### config.mk
export PLATFORM = sky130hd
export DESIGN_NAME = instFetch
export DESIGN_NICKNAME = d
export VERILOG_FILES = /design/src/memPkg.sv /design/src/instFetch.sv
export SDC_FILE = /design/constraint.sdc
export NUM_CORES = 1
export LEC_CHECK = 0
export ABC_AREA = 1
export BUFFER_PORTS_ARGS = -buffer_cell sky130_fd_sc_hd__buf_2
export CAP_MARGIN = 5
export CORE_MARGIN = 2
export CORE_UTILIZATION = 46
export DETAILED_ROUTE_END_ITERATION = 6
export GPL_TIMING_DRIVEN = 0
export PLACE_DENSITY = 0.72
export SETUP_SLACK_MARGIN = 0.02
export SLEW_MARGIN = 5
export SYNTH_ARGS = -nofsm -noshare
export SYNTH_HDL_FRONTEND = slang
export SYNTH_SLANG_ARGS = --single-unit
### constraint.sdc
create_clock -name clk -period 3.9 [get_ports clk]
set_input_delay 0.78 -clock clk [delete_from_list [all_inputs] [get_ports clk]]
set_output_delay 0.78 -clock clk [all_outputs]
set_load 0.005 [all_outputs]
### src/memPkg.sv
package memPkg;

    // byte address and word data
    typedef logic [31:0] addrT;
    typedef logic [31:0] wordT;
    typedef logic [7:0] byteT;

    // number of bytes in a data access
    typedef enum logic [1:0] {
        lenByte = 2'd0,
        lenHalf = 2'd1,
        lenWord = 2'd2
    } accessLen;

    // controller sequencing state
    typedef enum logic [1:0] {
        idle      = 2'd0,
        readInst  = 2'd1,
        readData  = 2'd2,
        writeData = 2'd3
    } ctrlState;

    // load or store from the data client
    typedef struct packed {
        logic     isStore;
        accessLen len;
        addrT     addr;
        wordT     wdata;
    } dataReq;

    // per-cycle command to the byte RAM
    typedef struct packed {
        logic we;
        addrT addr;
        byteT wdata;
    } ramReq;

endpackage

### src/instFetch.sv
`timescale 1ns/1ps

module instFetch #(
    parameter memPkg::addrT resetPc = '0
) (
    input  logic         clk,
    input  logic         rst,

    input  logic         redirectValid,
    input  memPkg::addrT redirectPc,

    output logic         fetchValid,
    input  logic         fetchReady,
    output memPkg::addrT fetchAddr,
    input  logic         fetchDone,
    input  memPkg::wordT fetchWord,

    output logic         instValid,
    input  logic         instReady,
    output memPkg::wordT instWord,
    output memPkg::addrT instPc
);

    memPkg::addrT pc;
    memPkg::addrT flightPc;
    memPkg::wordT holdWord;
    memPkg::addrT holdPc;
    logic running;
    logic inflight;
    logic drop;
    logic holdValid;
    logic fetchFire;

    // one fetch at a time, and only into an empty holding register
    assign fetchValid = running && !inflight && !holdValid;
    assign fetchAddr  = pc;
    assign fetchFire  = fetchValid && fetchReady;

    assign instValid = holdValid;
    assign instWord  = holdWord;
    assign instPc    = holdPc;

    always_ff @(posedge clk) begin
        if (rst) begin
            pc        <= resetPc;
            running   <= 1'b0;
            inflight  <= 1'b0;
            drop      <= 1'b0;
            holdValid <= 1'b0;
        end else begin
            if (fetchFire) begin
                inflight <= 1'b1;
                pc       <= pc + 32'd4;
            end
            if (fetchDone) begin
                inflight <= 1'b0;
                drop     <= 1'b0;
            end
            if (instValid && instReady) begin
                holdValid <= 1'b0;
            end
            if (fetchDone && !drop) begin
                holdValid <= 1'b1;
            end
            // redirect wins over everything above
            if (redirectValid) begin
                running   <= 1'b1;
                pc        <= redirectPc;
                holdValid <= 1'b0;
                drop      <= (inflight && !fetchDone) || fetchFire;
            end
        end
    end

    always_ff @(posedge clk) begin
        if (fetchFire) begin
            flightPc <= pc;
        end
        if (fetchDone && !drop) begin
            holdWord <= fetchWord;
            holdPc   <= flightPc;
        end
    end

endmodule

==> results.toml, run 1 <==
[setup_path]
critPathKind = "primary input to register"
slowest_stage = "inv_2"
critPathBufInv = 2
critPathRequiredTime_ns = 4.23
critPathArrivalTime_ns = 2.31
cp_cell_sequence = "buf_2 > nand3_2 > inv_2 > nand3_1 > xor2_1 > a21oi_1"
critPathLaunchType = "primary input"
end_kind = "register"
slowest_delay_ns = 0.68
crit_family = "buffers and inverters"
path_max_fanout = 36

[pwr]
vdd_drop_max_v = 0.0003019
power_frac_clock_pct = 46.0
p_per_area_nw_per_um2 = 500.3
seq_power_share_pct = 47.4
leakage_nw = 2.946
swShare_pct = 22.21
combPwrFrac_pct = 6.6
p_int_w = 0.002693
p_sw_w = 0.0007690

[detailed_routing]
wirelength_microns = 12410
wl_per_cell_microns = 14.90
via_per_inst = 4.780
drc = 0
ant_nets = 0
drt_iter0_markers = 231
drt_first_pass_iters = 4
via_count = 3982

[die]
pin_count = 168
core_sq_um = 11320
placementRows = 39
die-area_sq_um = 12380
die_h_microns = 111.3
die_w_microns = 111.3
start_util_pct = 46.75

[placed_design]
place_congestion = 0.8439
hpwl_microns = 8902
port_buffers = 166

[layout]
seq_area_sq_um = 3603
final_common_cell = "buf_2"
nFillCells = 983
layout-drive-gt1-share_pct = 33.77
multi_input_area_sq_um = 1418
fin_nets = 748
fin_util_pct = 61.13
mostFrequentLayoutCells = "buf_2 (170), nand2_1 (115), edfxtp_1 (96)"
syn_to_final_growth_pct = 30.76
insertedDiodeCount = 0

[grt]
grt_overflow_total = 0
grt_pass1_vias = 3913
antenna_found_initial = 0
grt_max_degree = 37
grtUsageTotal_pct = 20.26
grt_pass1_wl_microns = 19530

[timing]
finalClockSkew_ns = 0.01212
period_needed_ns = 1.976
fin_setup_tns_ns = 0
drv_slew = 0
rsz0062_at_grt = "no"
min_period_over_period_pct = 50.66
setup_viol = 0
worstMarginPinSlew_ns = 0.9121
slew_headroom_pct = 39.05
finalHoldViolCount = 0
whs_ns = 0.4131
fmaxAchievable_mhz = 506.1

[yosys]
synth_top_area_share_pct = 54.47
yosysWarnings = 0
synth_area_sq_um = 5293
yosys-top-cells-area = "edfxtp_1 (54%), dfxtp_1 (14%), nand2_1 (8.2%)"
synth.distinct_cells = 28
yosysSeqAreaShare_pct = 68.09
syn_inst = 491
syn-num-nets = 562
ys_ff_latch = 132
postSynthAreaPerCell_sq_um = 10.78
synth_area_leader_cell = "edfxtp_1"

[clocking]
cts-resized-gates = 0
hold_buffers = 0
cts_made_buffers = 17
root_buffer = "clkbuf_16"
cts_tree = "built"
insertion_delay_ns = 0.41
path_clk_slew_ns = 0.05
htree_levels = 4
cts_setup_buffers = 0
clk_path_buf_depth = 2
cts.sinks = 132

[worst_hold_path]
min-delay-path-class = "register to register"

[run]
cap_viol_max_count = 0

[outcome]
status = "finished clean"
-- flip-flops by register name (all words and copies together), names as in the netlist --
signal / count
flightPc: 32
fetchAddr: 32
instValid: 1
instWord: 32
inflight: 1
instPc: 32
drop: 1
running: 1
-- cells by family (layout without fill, tap and decap cells) --
group                      count (synthesis)  in the layout  share of synthesized area, %
buffers and inverters                     70            269                         5.272
DFF                                      132            132                         68.08
xor gates and xnor gates                   9              9                         1.489
adders and majority gates                  1              1                        0.2364
AOI/OAI and AO/OA                         59             59                         5.910
and+or+nand+nor                          220            220                         19.01
-- per-stage QoR --
step	setup WS, ns	instances	total power [W]	area [sq um]
4_1_cts	1.880	833	0.003490	6920
3_5_place_dp	1.462	801	0.001900	6330
2_1_floorplan	0.9272	491	0.001762	5295
5_1_grt	1.703	833	0.003583	6920
3_3_place_gp	0.1479	800	0.001889	6305
6_report	1.924	833	0.003462	6920
-- metal layers --
layer  part of all wire, %  vias to the layer above  track usage, %
met5                     0                        -               0
met4                   1.1                        0           7.243
met3                   6.0                       13           5.030
met2                    48                      133           33.33
met1                    45                     1824           26.21
li1                      -                     2012               -
-- Yosys cell counts --
library cell	instances
dfxtp_1	36
xor2_1	9
nor3_1	6
clkbuf_1	3
nand2_1	115
nor2_2	4
nand4_1	2
nand3_2	3
buf_1	2
and2_1	2
inv_2	3
nand3_1	33
nand2_2	6
a21oi_1	25
a211oi_1	1
nand2_4	2
o211ai_1	2
nor2_1	38
inv_1	55
a21oi_2	1
ha_1	1
nor2_4	8
buf_4	3
o21ai_0	25
or2_2	1
buf_2	4
edfxtp_1	96
a31oi_1	5
-- final cells by class --
| class | count | share of cell area (%) |
|---|---|---|
| repair buffers | 167 | 12.29 |
| clock inverters | 13 | 2.278 |
| plain buffers | 12 | 0.8859 |
| well taps | 143 | 2.585 |
| inverters | 58 | 3.146 |
| clock buffers | 19 | 6.256 |
| flip-flops and latches | 132 | 52.07 |
| multi-input cells | 289 | 20.48 |
-- worst paths after layout --
check,from,to,slack (ns),cells past startpoint
min,flightPc[30],instPc[30],0.41,0
max,fetchReady,fetchAddr[10],1.92,6
max reg2reg,instValid,fetchAddr[10],1.93,6
min reg2reg,flightPc[30],instPc[30],0.41,0
-- worst reg2reg max path, delay by kind of cell, from the launching register on --
family	cells	cell delay, ns
AO/OA/AOI/OAI	1	0.13
XOR/XNOR	1	0.20
buffers and inverters	1	0.68
flip-flops	1	0.33
AND/OR/NAND/NOR	3	0.56
-- power by group through the flow --
stage,Combinational [W],Clock [W],Sequential [W]
3_3_place_gp,0.000219,0,0.00167
6_report,0.000227,0.00159,0.00164
4_1_cts,0.000231,0.00162,0.00164
2_1_floorplan,0.0000946,0,0.00167
3_5_place_dp,0.000229,0,0.00167
5_1_grt,0.000253,0.00168,0.00165
(Power assumes the default switching activity.)
==> run 2, diff against run 1 <==
Settings changed: CORE_UTILIZATION 46 to 50, PLACE_DENSITY 0.72 to 0.75.
Clock period 3.9 ns to 2 ns, I/O delays scaled along.
==> results.toml, run 2 (synthesis results as in run 1) <==
[layout]
insertedDiodeCount = 0
fin_nets = 748
nFillCells = 797
syn_to_final_growth_pct = 29.83
final_common_cell = "buf_2"
seq_area_sq_um = 3603
post-route-cell-area_sq_um = 6872
multi_input_area_sq_um = 1418
layout-drive-gt1-share_pct = 34.06
mostFrequentLayoutCells = "buf_2 (170), nand2_1 (115), edfxtp_1 (96)"

[grt]
grt_max_degree = 37
grtUsageTotal_pct = 22.73
antenna_found_initial = 0
grt_pass1_vias = 4058
grt_pass1_wl_microns = 19790
grt_overflow_total = 0

[pwr]
p_int_w = 0.004954
swShare_pct = 23.40
seq_power_share_pct = 49.4
power_frac_clock_pct = 43.7
leakage_nw = 2.929
vdd_drop_max_v = 0.0004640
p_sw_w = 0.001514
combPwrFrac_pct = 6.9
p_per_area_nw_per_um2 = 941.3

[clocking]
cts_setup_buffers = 0
hold_buffers = 0
root_buffer = "clkbuf_8"
clk_path_buf_depth = 2
htree_levels = 4
cts-resized-gates = 0
cts_tree = "built"
cts_made_buffers = 17
insertion_delay_ns = 0.51
cts.sinks = 132
path_clk_slew_ns = 0.06

[setup_path]
slowest_stage = "inv_4"
slowest_delay_ns = 0.46
cp_cell_sequence = "nor2_1 > nand3_2 > inv_4 > nand3_1 > xor2_1 > a21oi_1"
critPathLaunchType = "register"
path_max_fanout = 36
critPathKind = "register to register"
critPathArrivalTime_ns = 2.08
critPathRequiredTime_ns = 2.38
end_kind = "register"

[detailed_routing]
drc = 0
via_count = 4100
ant_nets = 0
drt_first_pass_iters = 5
drt_iter0_markers = 266
wirelength_microns = 12500
via_per_inst = 4.964
wl_per_cell_microns = 15.14

[placed_design]
place_ws_ns = 0.03698
hpwl_microns = 9055
port_buffers = 166
dpl_cell_area_sq_um = 6321
place_congestion = 0.8672

[die]
start_util_pct = 51.27
placementRows = 37
die-area_sq_um = 11420
pin_count = 168
die_h_microns = 106.9
die_w_microns = 106.9
core_sq_um = 10320

[timing]
slew_headroom_pct = 38.35
period_needed_ns = 1.699
min_period_over_period_pct = 84.97
finalHoldViolCount = 0
setup_ws_ns = 0.3005
drv_slew = 0
finalClockSkew_ns = 0.006991
fmaxAchievable_mhz = 588.4
whs_ns = 0.06220
rsz0062_at_grt = "no"
worstMarginPinSlew_ns = 0.9225
setup_viol = 0

[worst_hold_path]
min-delay-path-class = "primary input to register"

[run]
cap_viol_max_count = 0

[outcome]
status = "finished clean"
==> run 2: changes by cell type in the layout (fill, tap and decap cells not counted), sizes merged <==
cell / change
bufinv: -2
clkinv: +2
clkbuf: -1
inv: +1
==> run 2: cell type report <==
| type | instances | share of cell area (%) |
|---|---|---|
| sequential | 132 | 52.44 |
| multi-input combinational | 289 | 20.63 |
| timing repair buffer | 167 | 12.38 |
| clock buffer | 18 | 6.082 |
| inverter | 58 | 3.205 |
| tap | 136 | 2.476 |
| clock inverter | 14 | 1.894 |
| buffer | 12 | 0.8922 |
==> run 2: critical path: cells and delay by family, from the launching register on <==
family | cells | cell delay [ns]
simple gates | 3 | 0.54
flops | 1 | 0.34
compound gates | 1 | 0.07
buf+inv | 1 | 0.46
xor+xnor | 1 | 0.16
==> run 2: per-layer routing <==
layer / GRT usage (%) / up-vias / part of all wire (%)
li1: - / 2015 / -
met1: 29.41 / 1903 / 43
met2: 37.12 / 164 / 49
met3: 5.897 / 18 / 6.3
met4: 8.256 / 0 / 1.8
met5: 0 / - / 0
==> run 2: power groups by stage <==
stage	Clock, W	Sequential [W]	Combinational (W)
2_1_floorplan	0	0.00325	0.000185
3_5_place_dp	0	0.00325	0.000448
6_report	0.00283	0.00320	0.000447
3_3_place_gp	0	0.00325	0.000430
4_1_cts	0.00286	0.00320	0.000451
5_1_grt	0.00298	0.00321	0.000501
==> run 2: final timing paths <==
check,from,end,slack (ns),cells after the start
setup reg to reg,instValid,fetchAddr[10],0.30,6
hold / removal,fetchWord[7],instWord[7],0.06,1
setup / recovery,instValid,fetchAddr[10],0.30,6
hold reg to reg,flightPc[15],instPc[15],0.42,0
==> run 2: metrics by stage <==
stage / instances / utilization [%] / total power, W / setup TNS (ns)
6_report: 826 / 66.56 / 0.006468 / 0
3_5_place_dp: 794 / 61.23 / 0.003701 / 0
2_1_floorplan: 491 / - / 0.003434 / 0
4_1_cts: 826 / 66.54 / 0.006512 / 0
5_1_grt: 826 / 66.56 / 0.006696 / 0
3_3_place_gp: 793 / 61.04 / 0.003678 / -26.76
