### src/memPkg.sv
package memPkg;

    // byte address and word data
    typedef logic [31:0] addrT;
    typedef logic [31:0] wordT;
    typedef logic [7:0] byteT;

    // number of bytes in a data access
    typedef enum logic [1:0] {
        lenByte = 2'd0,
        lenHalf = 2'd1,
        lenWord = 2'd2
    } accessLen;

    // controller sequencing state
    typedef enum logic [1:0] {
        idle      = 2'd0,
        readInst  = 2'd1,
        readData  = 2'd2,
        writeData = 2'd3
    } ctrlState;

    // load or store from the data client
    typedef struct packed {
        logic     isStore;
        accessLen len;
        addrT     addr;
        wordT     wdata;
    } dataReq;

    // per-cycle command to the byte RAM
    typedef struct packed {
        logic we;
        addrT addr;
        byteT wdata;
    } ramReq;

endpackage

### src/memCtrl.sv
`timescale 1ns/1ps

module memCtrl (
    input  logic           clk,
    input  logic           rst,
    input  logic           ioFull,

    input  logic           dataValid,
    output logic           dataReady,
    input  memPkg::dataReq dataIn,
    output logic           dataDone,
    output memPkg::wordT   rdata,

    input  logic           fetchValid,
    output logic           fetchReady,
    input  memPkg::addrT   fetchAddr,
    output logic           fetchDone,
    output memPkg::wordT   fetchWord,

    output memPkg::ramReq  ram,
    input  memPkg::byteT   ramRdata
);

    memPkg::ctrlState state;
    logic [2:0] stage;
    logic [2:0] count;
    memPkg::addrT baseAddr;
    memPkg::addrT curAddr;
    memPkg::addrT prevAddr;
    memPkg::wordT shiftReg;
    memPkg::wordT assembled;
    logic lastRead;

    function automatic logic [2:0] lenBytes(memPkg::accessLen len);
        logic [2:0] n;
        case (len)
            memPkg::lenByte: n = 3'd1;
            memPkg::lenHalf: n = 3'd2;
            default: n = 3'd4;
        endcase
        return n;
    endfunction

    // no request is taken while reset is active
    assign dataReady  = (state == memPkg::idle) && !ioFull && !rst;
    assign fetchReady = (state == memPkg::idle) && !ioFull && !rst && !dataValid;

    assign curAddr = baseAddr + {29'b0, stage};

    // stage == count is the cycle that sees the final byte
    assign lastRead = (stage == count) && !ioFull;

    // merge the last byte and zero-extend
    always_comb begin
        case (count)
            3'd1: assembled = {24'b0, ramRdata};
            3'd2: assembled = {16'b0, ramRdata, shiftReg[31:24]};
            default: assembled = {ramRdata, shiftReg[31:8]};
        endcase
    end

    assign dataDone  = (state == memPkg::readData) && lastRead;
    assign fetchDone = (state == memPkg::readInst) && lastRead;
    assign rdata     = assembled;
    assign fetchWord = assembled;

    // during a stall keep reading the byte that is due next
    always_comb begin
        ram.we    = (state == memPkg::writeData) && !ioFull;
        ram.addr  = ioFull ? prevAddr : curAddr;
        ram.wdata = shiftReg[7:0];
    end

    always_ff @(posedge clk) begin
        if (!ioFull) begin
            prevAddr <= ram.addr;
        end
    end

    always_ff @(posedge clk) begin
        if (rst) begin
            state <= memPkg::idle;
            stage <= 3'd0;
            count <= 3'd0;
        end else if (!ioFull) begin
            case (state)
                memPkg::idle: begin
                    stage <= 3'd0;
                    if (dataValid) begin
                        state <= dataIn.isStore ? memPkg::writeData : memPkg::readData;
                        count <= lenBytes(dataIn.len);
                    end else if (fetchValid) begin
                        state <= memPkg::readInst;
                        count <= 3'd4;
                    end
                end
                memPkg::readInst, memPkg::readData: begin
                    if (stage == count) begin
                        state <= memPkg::idle;
                        stage <= 3'd0;
                    end else begin
                        stage <= stage + 3'd1;
                    end
                end
                memPkg::writeData: begin
                    if (stage + 3'd1 == count) begin
                        state <= memPkg::idle;
                        stage <= 3'd0;
                    end else begin
                        stage <= stage + 3'd1;
                    end
                end
                default: state <= memPkg::idle;
            endcase
        end
    end

    // address and byte shifter
    always_ff @(posedge clk) begin
        if (!ioFull) begin
            case (state)
                memPkg::idle: begin
                    if (dataValid) begin
                        baseAddr <= dataIn.addr;
                        shiftReg <= dataIn.wdata;
                    end else if (fetchValid) begin
                        baseAddr <= fetchAddr;
                    end
                end
                memPkg::readInst, memPkg::readData: begin
                    // bytes enter at the top, so the low byte ends lowest
                    if (stage != 3'd0 && stage != count) begin
                        shiftReg <= {ramRdata, shiftReg[31:8]};
                    end
                end
                memPkg::writeData: begin
                    shiftReg <= {8'b0, shiftReg[31:8]};
                end
                default: ;
            endcase
        end
    end

endmodule

### config.mk
export PLATFORM = sky130hd
export DESIGN_NAME = memCtrl
export DESIGN_NICKNAME = d
export VERILOG_FILES = /design/src/memPkg.sv /design/src/memCtrl.sv
export SDC_FILE = /design/constraint.sdc
export NUM_CORES = 1
export LEC_CHECK = 0
export BUFFER_PORTS_ARGS = -buffer_cell sky130_fd_sc_hd__buf_2
export CAP_MARGIN = 20
export CORE_MARGIN = 10
export CORE_UTILIZATION = 55
export CTS_BUF_LIST = sky130_fd_sc_hd__clkbuf_4 sky130_fd_sc_hd__clkbuf_8
export DETAILED_ROUTE_END_ITERATION = 6
export PLACE_DENSITY_LB_ADDON = 0.08
export SYNTH_ARGS = -nofsm -noshare
export SYNTH_HDL_FRONTEND = slang
export SYNTH_SLANG_ARGS = --single-unit
### constraint.sdc
create_clock -name clk -period 10.2 [get_ports clk]
set_input_delay 3.06 -clock clk [delete_from_list [all_inputs] [get_ports clk]]
set_output_delay 3.06 -clock clk [all_outputs]
set_load 0.02 [all_outputs]
==> Flow_metrics.wiki, run 1 <==
{| class="wikitable"
! Metric !! Value
|-
| Clock input transition at the sequential cells of the worst setup and hold paths || 0.11 ns
|-
| Ratio of routed vias to standard cells || 5.55
|-
| Detailed-route wire length || between 15,000 and 20,000 µm
|-
| Critical Path Max Stage Delay || 0.59 ns
|-
| Number of max-slew violations in the final report || 0
|-
| Number of failing hold endpoints at the final stage || 0
|-
| First-pass GRT wire length || about 26,000 µm
|-
| Number of global-route vias before repair || slightly above 5,000
|-
| Hold Buf Count CTS || 0
|-
| Min-Delay Path Class || flop to flop
|-
| Status || completed
|-
| Crit. End Element || output port
|-
| Post-route setup TNS || 0 ns
|-
| Final hold slack || 0.530 ns
|-
| Final weighted congestion in routability-driven placement || 0.851
|-
| Total DRC errors in the routed layout || 0
|-
| Post-CTS Resized || 0
|-
| Critical path buffer and inverter count || 3
|-
| Worst endpoint required time || 7.14 ns
|-
| Instance area after placement || 0.00697 mm²
|-
| CTS tree || yes
|-
| Die span in x || 125 µm
|-
| Initial DRT Pass Iterations || 5
|-
| Global-route usage over all layers || 0.200
|-
| Antenna Violating Nets Remaining || 0
|-
| Critical path data arrival time || 4.38 ns
|-
| Fraction of layout instances using a drive strength above 1 || 0.379
|-
| DRC marker count from the first detailed-route iteration || 444
|-
| Number of placement rows || 38
|-
| Proportion of synthesized flip-flops having asynchronous set or reset || 0
|-
| Detailed-route via count || 4,905
|-
| Clk_lat worst skew || 0.38 ns
|-
| Core footprint || 0.0108 mm²
|-
| Leading cell type in the layout, fill and taps excluded || sky130_fd_sc_hd__buf_2
|-
| Clock skew || about 0.012 ns
|-
| Initial Util || 0.561
|-
| Crit path time final || 7.44 ns
|-
| Port Buffers || 220
|-
| Critical path start-end classification || primary input to output port
|-
| Setup-failing EPs final || 0
|-
| Mean Syn Cell Area || roughly 10 µm²
|-
| Die Y-Extent || 125 µm
|-
| Worst-case setup margin in the final layout || 2.76 ns
|-
| Gate count after technology mapping || about 580
|-
| Maximum resistive drop on vdd || 0.0909 mV
|-
| Achievable clock frequency || approximately 130 MHz
|-
| Critical path's top delay family || simple AND/OR/NAND/NOR gates
|-
| Most frequently used flop master after synthesis || sky130_fd_sc_hd__edfxtp_1
|-
| # Max-Cap Violations || 0
|-
| Final instance area || 0.00716 mm²
|-
| Average wire per cell in the routed design || 18.6 µm
|-
| Worst-case clock buffer depth || 2
|-
| Number of enable flip-flop cells after synthesis || 96
|-
| Most used cells in the layout excluding fill and tap cells || 220 x sky130_fd_sc_hd__buf_2, 96 x sky130_fd_sc_hd__edfxtp_1, 69 x sky130_fd_sc_hd__nand2_1, 52 x sky130_fd_sc_hd__o21ai_0, 34 x sky130_fd_sc_hd__mux2_2
|-
| TritonCTS buffer count || 9
|-
| Unrepaired setup endpoints after global routing || no
|-
| Least-Margin Pin Slew || 1.18 ns
|-
| Count of antenna diodes in the layout || 0
|-
| Number of distinct library cell variants in the gate-level netlist after synthesis || 45
|-
| Yosys Warn Count || 0
|-
| Tightest slew margin relative to the limit || 0.210
|-
| Reported leakage power || 2.93 nW
|-
| Initial antenna violation count || 0
|-
| Number of inserted filler cells in the final layout || 872
|-
| Global route total overflow || 0
|-
| List of cells traversed by the critical path || buf_2 -> buf_4 -> or4_1 -> nand3_1 -> buf_2
|-
| Total power density per cell area || ~150 mW/mm²
|-
| Most common cell on crit path || sky130_fd_sc_hd__buf_2
|-
| Synthesized net count || roughly 700
|-
| Total setup buffers inserted after CTS || 0
|-
| Net total in the final layout || 861
|-
| Crit-path slowest cell || sky130_fd_sc_hd__or4_1
|-
| Worst slack after detailed placement || 2.75 ns
|-
| Number of ports placed on the die boundary || between 200 and 250
|-
| Floorplan die area || between 0.015 and 0.02 mm²
|-
| Biggest fanout along the worst timing path || between 70 and 80
|-
| # H-tree levels || 3
|-
| Final worst-path cycle share || 0.729
|-
| Seq/Total Area, Yosys || 0.502
|-
| Number of clock sinks || 104
|-
| DP HPWL || 12,300 µm
|-
| Number of flip-flops and latches in the synthesized netlist || 104
|-
| Kind of launch point of the worst setup path || primary input
|-
| Cell Area, Synth || 0.00606 mm²
|-
| Clock tree root driver cell || sky130_fd_sc_hd__clkbuf_8
|-
| Overall power || 1.07 mW
|-
| Largest net degree at the start of global routing || 73
|-
| Area growth from synthesis to final layout || 18.3%
|}
cells in the mapped netlist (all sizes together) (2+ instances only):
cell | instances | share of area
a21o | 2 | 0.0025
a21oi | 15 | 0.012
a22o | 24 | 0.035
a22oi | 9 | 0.011
a31oi | 6 | 0.0062
and2 | 5 | 0.0052
and3 | 8 | 0.0091
and4 | 2 | 0.0029
buf | 47 | 0.054
clkbuf | 29 | 0.018
dfxtp | 8 | 0.026
edfxtp | 96 | 0.48
ha | 9 | 0.019
inv | 12 | 0.0074
mux2 | 34 | 0.063
nand2 | 69 | 0.043
nand3 | 15 | 0.014
nand4 | 5 | 0.0052
nor2 | 20 | 0.012
nor2b | 25 | 0.026
nor3 | 4 | 0.0033
nor3b | 4 | 0.0050
nor4 | 9 | 0.0093
o21ai | 52 | 0.043
o22a | 2 | 0.0029
o22ai | 11 | 0.011
or3 | 8 | 0.0091
or4 | 4 | 0.0050
xnor2 | 23 | 0.033
xor2 | 10 | 0.014
worst reg2reg max path, stage by stage (launching register included):
cell	delay [ns]
sky130_fd_sc_hd__dfxtp_1	0.49
sky130_fd_sc_hd__ha_1	0.28
sky130_fd_sc_hd__a21o_1	0.15
sky130_fd_sc_hd__a21oi_1	0.91
sky130_fd_sc_hd__or3_4	0.31
sky130_fd_sc_hd__xor2_1	0.16
sky130_fd_sc_hd__o21ai_0	0.13
cell type report:
cell class | instances | area (µm²) | area share
Inverter | 12 | 45.0 | 0.00629
Clock inverter | 6 | 43.8 | 0.00611
Sequential cell | 104 | 3040 | 0.425
Timing Repair Buffer | 227 | 1170 | 0.163
Multi-Input combinational cell | 385 | 2550 | 0.356
Tap cell | 140 | 175 | 0.0244
Clock buffer | 10 | 138 | 0.0192
path summary, 6_finish.rpt:
| path | endpoint | depth (start not counted) | start | slack [ns] |
|---|---|---|---|---|
| hold reg to reg | state[1]$_SDFFE_PP0P_ | 2 | state[1]$_SDFFE_PP0P_ | 0.53 |
| hold / removal | state[1]$_SDFFE_PP0P_ | 2 | state[1]$_SDFFE_PP0P_ | 0.53 |
| setup reg to reg | prevAddr[15]$_DFFE_PN_ | 6 | stage[1]$_SDFFE_PP0N_ | 7.48 |
| setup / recovery | ram[35] | 5 | ioFull | 2.76 |
where the power goes:
part | total (mW) | leakage (nW) | switching, mW | internal (mW)
Sequential | 0.542 | 0.988 | 0.0257 | 0.516
Combinational | 0.283 | 1.86 | 0.178 | 0.105
Clock | 0.248 | 0.0809 | 0.152 | 0.0959
Total | 1.07 | 2.93 | 0.356 | 0.717
layer usage:
layer / GRT usage / routed length, µm / up-vias
met1: 0.236 / 6660 / 2268
met4: 0.0691 / 238 / 0
met2: 0.339 / 8090 / 230
li1: - / - / 2391
met3: 0.0608 / 1480 / 16
met5: 0 / 0 / -
cells by family (layout without fill, tap and decap cells):
group,after synthesis,in the layout,share of synthesized area
fa+ha+maj,10,10,0.0219
simple gates,181,181,0.153
mux,34,34,0.0632
buf+inv,88,255,0.0795
xor+xnor,33,33,0.0477
flops,104,104,0.502
compound gates,127,127,0.132
state kept, by name (all words and copies together) (netlist names):
name	count
state	2
prevAddr	32
shiftReg	32
stage	3
count	3
baseAddr	32
per-stage QoR:
| stage | std cells | util |
|---|---|---|
| finish | 884 | 0.664 |
| global route | 884 | 0.664 |
| CTS | 883 | 0.663 |
| detailed placement | 867 | 0.646 |
| global placement | 866 | 0.644 |
| floorplan | 577 | - |
Note: power is estimated with default switching activity, not from simulation.
==> run 2: changes to the inputs <==
--- a/config.mk
+++ b/config.mk
@@ -8,7 +8,7 @@
 export BUFFER_PORTS_ARGS = -buffer_cell sky130_fd_sc_hd__buf_2
 export CAP_MARGIN = 20
 export CORE_MARGIN = 10
-export CORE_UTILIZATION = 55
+export CORE_UTILIZATION = 52
 export CTS_BUF_LIST = sky130_fd_sc_hd__clkbuf_4 sky130_fd_sc_hd__clkbuf_8
 export DETAILED_ROUTE_END_ITERATION = 6
 export PLACE_DENSITY_LB_ADDON = 0.08
==> constraint.sdc (replaced) <==
create_clock -name clk -period 7.4 [get_ports clk]
set_input_delay 2.22 -clock clk [delete_from_list [all_inputs] [get_ports clk]]
set_output_delay 2.22 -clock clk [all_outputs]
set_load 0.02 [all_outputs]
==> run 2 against run 1 <==
Via count is 0.53% higher. Sequential power up 38%. First-iteration DRC count is 25% lower. Cell area rose by 1.1%. Flip-flop and latch count unchanged. Final cell count grew 0.57%. Critical path type unchanged. Largest power group unchanged. Highest routed layer unchanged.
==> Flow_metrics.wiki, run 2 (synthesis results as in run 1) <==
{| class="wikitable"
! Metric !! Value
|-
| Die span in x || 128 µm (+2.4%)
|-
| Port Buffers || 220 (unchanged)
|-
| Clk_lat worst skew || 0.38 ns (about the same)
|-
| Initial DRT Pass Iterations || 5 (unchanged)
|-
| TritonCTS buffer count || 9 (unchanged)
|-
| Global-route usage over all layers || 0.196 (-0.00347)
|-
| Most used cells in the layout excluding fill and tap cells || 220 x sky130_fd_sc_hd__buf_2, 96 x sky130_fd_sc_hd__edfxtp_1, 69 x sky130_fd_sc_hd__nand2_1, 52 x sky130_fd_sc_hd__o21ai_0, 34 x sky130_fd_sc_hd__mux2_2
|-
| Achievable clock frequency || 164 MHz
|-
| # H-tree levels || 3 (unchanged)
|-
| Detailed-route via count || 4,931 (+0.53%)
|-
| Sw Ratio || 0.303 (-0.0288)
|-
| Global route total overflow || 0 (unchanged)
|-
| Crit path time final || 6.11 ns
|-
| Crit. End Element || output port
|-
| Unrepaired setup endpoints after global routing || no
|-
| Number of clock sinks || 104 (unchanged)
|-
| Biggest fanout along the worst timing path || 28 (-61%)
|-
| Combinational fraction of design power || 0.249 (-0.015)
|-
| Kind of launch point of the worst setup path || primary input
|-
| Status || completed
|-
| Total DRC errors in the routed layout || 0 (unchanged)
|-
| Total setup buffers inserted after CTS || 0 (unchanged)
|-
| Average wire per cell in the routed design || 18.7 µm (+0.52%)
|-
| Fraction of layout instances using a drive strength above 1 || 0.380 (+0.000834)
|-
| Clock power share || 0.274 (+0.043)
|-
| Number of ports placed on the die boundary || 221 (unchanged)
|-
| Critical path data arrival time || 3.89 ns (-0.49 ns)
|-
| Number of placement rows || 39 (+2.6%)
|-
| Min-Delay Path Class || flop to flop
|-
| Detailed-route wire length || 16,700 µm (+1.1%)
|-
| Least-Margin Pin Slew || 0.993 ns (-0.191 ns)
|-
| Initial antenna violation count || 1 (+1)
|-
| Net total in the final layout || 862 (+0.12%)
|-
| Layout Cells excl Fill || 889 (+0.57%)
|-
| Clock tree root driver cell || sky130_fd_sc_hd__clkbuf_8
|-
| Final weighted congestion in routability-driven placement || 0.799 (-6.0%)
|-
| First-pass GRT wire length || 26,100 µm (+0.45%)
|-
| DP HPWL || 12,700 µm (+3.6%)
|-
| Number of global-route vias before repair || 5,101 (+1.3%)
|-
| Biggest registers after layout || baseAddr (32), prevAddr (32), shiftReg (32)
|-
| # Max-Cap Violations || 0 (unchanged)
|-
| Hold Buf Count CTS || 0 (unchanged)
|-
| Clock input transition at the sequential cells of the worst setup and hold paths || 0.10 ns (about the same)
|-
| Worst endpoint required time || 5.18 ns (-1.96 ns)
|-
| Post-route setup TNS || 0 ns (unchanged)
|-
| Core footprint || 0.0114 mm² (+5.8%)
|-
| Number of failing hold endpoints at the final stage || 0 (unchanged)
|-
| Number of max-slew violations in the final report || 0 (unchanged)
|-
| Maximum resistive drop on vdd || 0.125 mV (+37%)
|-
| Number of instances in the placed design || 871 (+0.46%)
|-
| Worst-case clock buffer depth || 2 (unchanged)
|-
| Initial Util || 0.530 (-0.0307)
|-
| Power share of the sequential group || 0.477 (-0.028)
|-
| Total power density per cell area || 216 mW/mm² (+45%)
|-
| DRC marker count from the first detailed-route iteration || 335 (-25%)
|-
| Antenna Violating Nets Remaining || 0 (unchanged)
|-
| CTS tree || yes
|-
| Total internal power || 1.09 mW (+52%)
|-
| Area growth from synthesis to final layout || 19.6%
|-
| Post-CTS Resized || 0 (unchanged)
|-
| Ratio of routed vias to standard cells || 5.55 (about the same)
|-
| Critical path start-end classification || primary input to output port
|-
| Clock skew || 0.00853 ns (-0.00392 ns)
|-
| Reported leakage power || 2.98 nW (+1.7%)
|-
| Setup-failing EPs final || 0 (unchanged)
|-
| Die Y-Extent || 128 µm (+2.4%)
|-
| Floorplan die area || 0.0164 mm² (+4.8%)
|-
| Leading cell type in the layout, fill and taps excluded || sky130_fd_sc_hd__buf_2
|-
| Final worst-path cycle share || 0.826
|-
| Largest net degree at the start of global routing || 47 (-36%)
|-
| Tightest slew margin relative to the limit || 0.337 (+0.127)
|-
| Net Sw Power || 0.475 mW (+33%)
|}
run 2: cell count changes in the layout (fill, tap and decap cells not counted), sizes merged:
cell,before,now
bufinv,0,3
buf,227,228
inv,13,12
clkbuf,10,12
diode,0,1
clkinvlp,4,0
run 2: power by group through the flow:
stage	clock network, mW	registers (mW)	logic, mW
2_1_floorplan	0	0.748	0.286
3_3_place_gp	0	0.758	0.384
3_5_place_dp	0	0.760	0.394
4_1_cts	0.438	0.747	0.396
5_1_grt	0.459	0.753	0.427
6_report	0.430	0.747	0.391
run 2: path summary, 6_finish.rpt:
check                                      startpoint  cells after the start  slack [ns]                     to
worst max-delay path                           ioFull                      5        1.29                ram[39]
worst min-delay path            state[0]$_SDFFE_PP0P_                      2        0.53  state[0]$_SDFFE_PP0P_
worst max register to register  state[0]$_SDFFE_PP0P_                      7        4.63  baseAddr[1]$_DFFE_PP_
worst min register to register  state[0]$_SDFFE_PP0P_                      2        0.53  state[0]$_SDFFE_PP0P_
run 2: area by class of cell:
cell class              instances  area, µm²
multi-input cells             385       2550
inverters                      12       45.0
fillers                       992       4180
repair buffers                228       1180
flip-flops and latches        104       3040
clock inverters                 4       95.1
clock buffers                  12        146
well taps                     143        179
diodes                          1       2.50
run 2: layer usage:
| layer | vias to the layer above | GRT usage | part of all wire |
|---|---|---|---|
| met1 | 2290 | 0.228 | 0.40 |
| met5 | - | 0 | 0 |
| li1 | 2397 | - | - |
| met3 | 12 | 0.0645 | 0.093 |
| met4 | 0 | 0.0536 | 0.011 |
| met2 | 232 | 0.340 | 0.50 |
run 2: critical path: stages:
cell and delay [ns]:
sky130_fd_sc_hd__buf_2 0.42, sky130_fd_sc_hd__inv_1 0.37, sky130_fd_sc_hd__buf_4 0.35, sky130_fd_sc_hd__a31oi_1 0.28
sky130_fd_sc_hd__buf_2 0.23
run 2: per-stage QoR:
stage	hold slack [ns]	setup slack [ns]	utilization	instance area, µm²	power (mW)
final	0.534	1.29	0.634	7240	1.57
after global routing	0.575	1.13	0.634	7240	1.64
after CTS	0.533	1.28	0.633	7230	1.58
after detailed placement	0.517	1.29	0.612	6990	1.15
after global placement	0.500	1.35	0.610	6960	1.14
after floorplan	0.483	1.39	-	6060	1.03
==> run 3: changes to the inputs <==
--- a/config.mk
+++ b/config.mk
@@ -5,10 +5,11 @@
 export SDC_FILE = /design/constraint.sdc
 export NUM_CORES = 1
 export LEC_CHECK = 0
+export ABC_AREA = 1
 export BUFFER_PORTS_ARGS = -buffer_cell sky130_fd_sc_hd__buf_2
 export CAP_MARGIN = 20
 export CORE_MARGIN = 10
-export CORE_UTILIZATION = 52
+export CORE_UTILIZATION = 47
 export CTS_BUF_LIST = sky130_fd_sc_hd__clkbuf_4 sky130_fd_sc_hd__clkbuf_8
 export DETAILED_ROUTE_END_ITERATION = 6
 export PLACE_DENSITY_LB_ADDON = 0.08
==> constraint.sdc (replaced) <==
create_clock -name clk -period 5.6 [get_ports clk]
set_input_delay 1.68 -clock clk [delete_from_list [all_inputs] [get_ports clk]]
set_output_delay 1.68 -clock clk [all_outputs]
set_load 0.02 [all_outputs]
==> run 3 against run 2 <==
Flip-flop and latch count did not move. Final cell count rose by 30%. Non-clock buffer count rose by 3. Sequential power rose by 35%. Clock-buffer cell count fell by 3. Synthesized cell count rose by 39%. Worst setup slack got worse by 0.38 ns. Via count rose by 15%. Total power rose by 37%. Sequential share of layout area fell by 1.9 points. Largest power group unchanged. Highest routed layer unchanged.
==> Flow_metrics.wiki, run 3 <==
{| class="wikitable"
! Metric !! Value
|-
| Core footprint || 0.0132 mm² (+16%)
|-
| Antenna Violating Nets Remaining || 0 (unchanged)
|-
| Number of flip-flops and latches in the synthesized netlist || 104 (unchanged)
|-
| # Max-Cap Violations || 0 (unchanged)
|-
| DP HPWL || 14,700 µm (+15%)
|-
| Total DRC errors in the routed layout || 0 (unchanged)
|-
| Layout Cells excl Fill || 1,154 (+30%)
|-
| Sw Ratio || 0.346 (+0.0429)
|-
| Seq/Total Area, Yosys || 0.479 (-0.0234)
|-
| Leading cell type in the layout, fill and taps excluded || sky130_fd_sc_hd__nand2_1
|-
| Achievable clock frequency || 213 MHz
|-
| Dominant cells by area after synthesis || sky130_fd_sc_hd__edfxtp_1 45%, sky130_fd_sc_hd__nand2_1 20%, sky130_fd_sc_hd__buf_4 4.7%, sky130_fd_sc_hd__nand3_1 4.3%, sky130_fd_sc_hd__nor2_1 3.5%
|-
| Maximum resistive drop on vdd || 0.121 mV (-2.7%)
|-
| Synth area leader || sky130_fd_sc_hd__edfxtp_1
|-
| Floorplan die area || 0.0186 mm² (+13%)
|-
| DRC marker count from the first detailed-route iteration || 321 (-4.2%)
|-
| Area growth from synthesis to final layout || 19.4%
|-
| Clock power share || 0.243 (-0.031)
|-
| Final weighted congestion in routability-driven placement || 0.960 (+20%)
|-
| Average wire per cell in the routed design || 16.0 µm (-15%)
|-
| Global-route usage over all layers || 0.194 (-0.00226)
|-
| Most used cells in the layout excluding fill and tap cells || 331 x sky130_fd_sc_hd__nand2_1, 220 x sky130_fd_sc_hd__buf_2, 96 x sky130_fd_sc_hd__edfxtp_1, 60 x sky130_fd_sc_hd__nor2_1, 55 x sky130_fd_sc_hd__nand3_1
|-
| Total internal power || 1.40 mW (+28%)
|-
| Ratio of routed vias to standard cells || 4.90 (-12%)
|-
| Min-Delay Path Class || flop to flop
|-
| # H-tree levels || 3 (unchanged)
|-
| Worst slack after detailed placement || 0.902 ns (-0.392 ns)
|-
| Clk_lat worst skew || 0.39 ns (about the same)
|-
| Initial DRT Pass Iterations || 5 (unchanged)
|-
| Net total in the final layout || 1,095 (+27%)
|-
| Status || completed
|-
| Clock skew || 0.0206 ns (+0.0120 ns)
|-
| Final worst-path cycle share || 0.838
|-
| Count of antenna diodes in the layout || 0 (-1)
|-
| Unrepaired setup endpoints after global routing || no
|-
| Number of placement rows || 42 (+7.7%)
|-
| Initial Util || 0.480 (-0.0507)
|-
| Total power density per cell area || 282 mW/mm² (+30%)
|-
| Most frequently used flop master after synthesis || sky130_fd_sc_hd__edfxtp_1
|-
| Share of the synthesized area in the top cell type || 0.454 (-0.0222)
|-
| Reported leakage power || 3.65 nW (+23%)
|-
| Fraction of layout instances using a drive strength above 1 || 0.283 (-0.0966)
|-
| Detailed-route wire length || 18,500 µm (+11%)
|-
| Power share of the sequential group || 0.470 (-0.007)
|-
| Combinational fraction of design power || 0.287 (+0.038)
|-
| Tightest slew margin relative to the limit || 0.443 (+0.106)
|-
| Critical path start-end classification || primary input to output port
|-
| Final hold slack || 0.523 ns (-0.0110 ns)
|-
| Setup-failing EPs final || 0 (unchanged)
|-
| Worst-case setup margin in the final layout || 0.908 ns (-0.381 ns)
|-
| CTS tree || yes
|-
| Number of distinct library cell variants in the gate-level netlist after synthesis || 35 (-22%)
|-
| Global route total overflow || 0 (unchanged)
|-
| First-pass GRT wire length || 28,700 µm (+9.9%)
|-
| Synthesized net count || 924 (+32%)
|-
| Number of enable flip-flop cells after synthesis || 96 (unchanged)
|-
| Yosys Warn Count || 0 (unchanged)
|-
| Port Buffers || 220 (unchanged)
|-
| Initial antenna violation count || 0 (-1)
|-
| TritonCTS buffer count || 9 (unchanged)
|-
| Critical path data arrival time || 3.01 ns (-0.88 ns)
|-
| Total setup buffers inserted after CTS || 0 (unchanged)
|-
| Gate count after technology mapping || 802 (+39%)
|-
| Cell with the most instances after synthesis || sky130_fd_sc_hd__nand2_1
|-
| Post-route setup TNS || 0 ns (unchanged)
|-
| Number of ports placed on the die boundary || 221 (unchanged)
|-
| Number of global-route vias before repair || 5,461 (+7.1%)
|-
| Worst-case clock buffer depth || 2 (unchanged)
|-
| Number of clock sinks || 104 (unchanged)
|-
| Crit. End Element || output port
|-
| Largest net degree at the start of global routing || 52 (+11%)
|-
| Proportion of synthesized flip-flops having asynchronous set or reset || 0 (unchanged)
|-
| Mean Syn Cell Area || 7.92 µm² (-25%)
|-
| Least-Margin Pin Slew || 0.833 ns (-0.160 ns)
|-
| Clock input transition at the sequential cells of the worst setup and hold paths || 0.09 ns (about the same)
|-
| Number of instances in the placed design || 1,138 (+31%)
|-
| Number of max-slew violations in the final report || 0 (unchanged)
|-
| Biggest fanout along the worst timing path || 17 (-39%)
|-
| Die span in x || 136 µm (+6.5%)
|-
| Biggest registers after layout || baseAddr (32), prevAddr (32), shiftReg (32)
|-
| Crit path time final || 4.69 ns
|-
| Post-CTS Resized || 0 (unchanged)
|-
| Net Sw Power || 0.740 mW (+56%)
|-
| Top cells by instance count after synthesis || 331 x sky130_fd_sc_hd__nand2_1, 96 x sky130_fd_sc_hd__edfxtp_1, 60 x sky130_fd_sc_hd__nor2_1
|-
| Clock tree root driver cell || sky130_fd_sc_hd__clkbuf_8
|-
| Number of failing hold endpoints at the final stage || 0 (unchanged)
|-
| Detailed-route via count || 5,655 (+15%)
|-
| Die Y-Extent || 136 µm (+6.5%)
|-
| Cell Area, Synth || 0.00635 mm² (+4.9%)
|-
| Kind of launch point of the worst setup path || primary input
|-
| Worst endpoint required time || 3.92 ns (-1.26 ns)
|-
| Overall power || 2.14 mW (+37%)
|-
| Hold Buf Count CTS || 0 (unchanged)
|}
## run 3: changes by cell type in the layout (fill, tap and decap cells not counted), moves of 34 or more
cell,change
sky130_fd_sc_hd__nand2_1,+262
sky130_fd_sc_hd__nand3_1,+41
sky130_fd_sc_hd__mux2_2,-34
sky130_fd_sc_hd__nor2_1,+40
sky130_fd_sc_hd__inv_1,+39
sky130_fd_sc_hd__o21ai_0,-35
## run 3: final timing paths
| kind | startpoint | end | slack [ns] | cells after the start |
|---|---|---|---|---|
| hold / removal | count[1]$_SDFFE_PP0P_ | count[1]$_SDFFE_PP0P_ | 0.52 | 2 |
| hold reg to reg | count[1]$_SDFFE_PP0P_ | count[1]$_SDFFE_PP0P_ | 0.52 | 2 |
| setup / recovery | ioFull | ram[25] | 0.91 | 6 |
| setup reg to reg | state[0]$_SDFFE_PP0P_ | shiftReg[0]$_DFFE_PP_ | 3.24 | 6 |
## run 3: layout make-up
type / instances / area (µm²)
clock buffer: 9 / 124
clock inverter: 7 / 96.3
fill: 1339 / 5660
inverter: 59 / 221
multi-input combinational: 568 / 2670
sequential: 104 / 3040
tap: 176 / 220
timing repair buffer: 231 / 1220
## run 3: power by group through the flow
stage / registers, mW / logic (mW) / clock network (mW)
global route: 1.02 / 0.680 / 0.557
CTS: 1.00 / 0.622 / 0.531
floorplan: 1.01 / 0.450 / 0
detailed placement: 1.02 / 0.621 / 0
finish: 1.01 / 0.615 / 0.521
global placement: 1.02 / 0.612 / 0
## run 3: cells by family (layout without fill, tap and decap cells)
logic type      count (synthesis)  count (layout)  share of synthesized area
flops                         104             104                      0.479
xor+xnor                       15              15                     0.0207
compound gates                 50              50                     0.0490
fa+ha+maj                      10              10                     0.0209
simple gates                  493             493                      0.327
buf+inv                       130             306                      0.103
## run 3: metrics by stage
stage,utilization,instance area (µm²)
after floorplan,-,6350
after global placement,0.554,7340
after detailed placement,0.556,7370
after CTS,0.573,7590
after global routing,0.573,7590
final,0.573,7590
## run 3: critical path: stages
cell	delay, ns
sky130_fd_sc_hd__buf_2	0.09
sky130_fd_sc_hd__clkinv_1	0.50
sky130_fd_sc_hd__buf_4	0.40
sky130_fd_sc_hd__nand3_1	0.09
sky130_fd_sc_hd__nand2_1	0.08
sky130_fd_sc_hd__buf_2	0.17
## run 3: per-layer routing
metal	up-vias	GRT usage	wire (µm)
met2	217	0.306	8300
met1	2522	0.259	8290
met5	-	0	0
li1	2903	-	-
met3	13	0.0491	1650
met4	0	0.0538	211
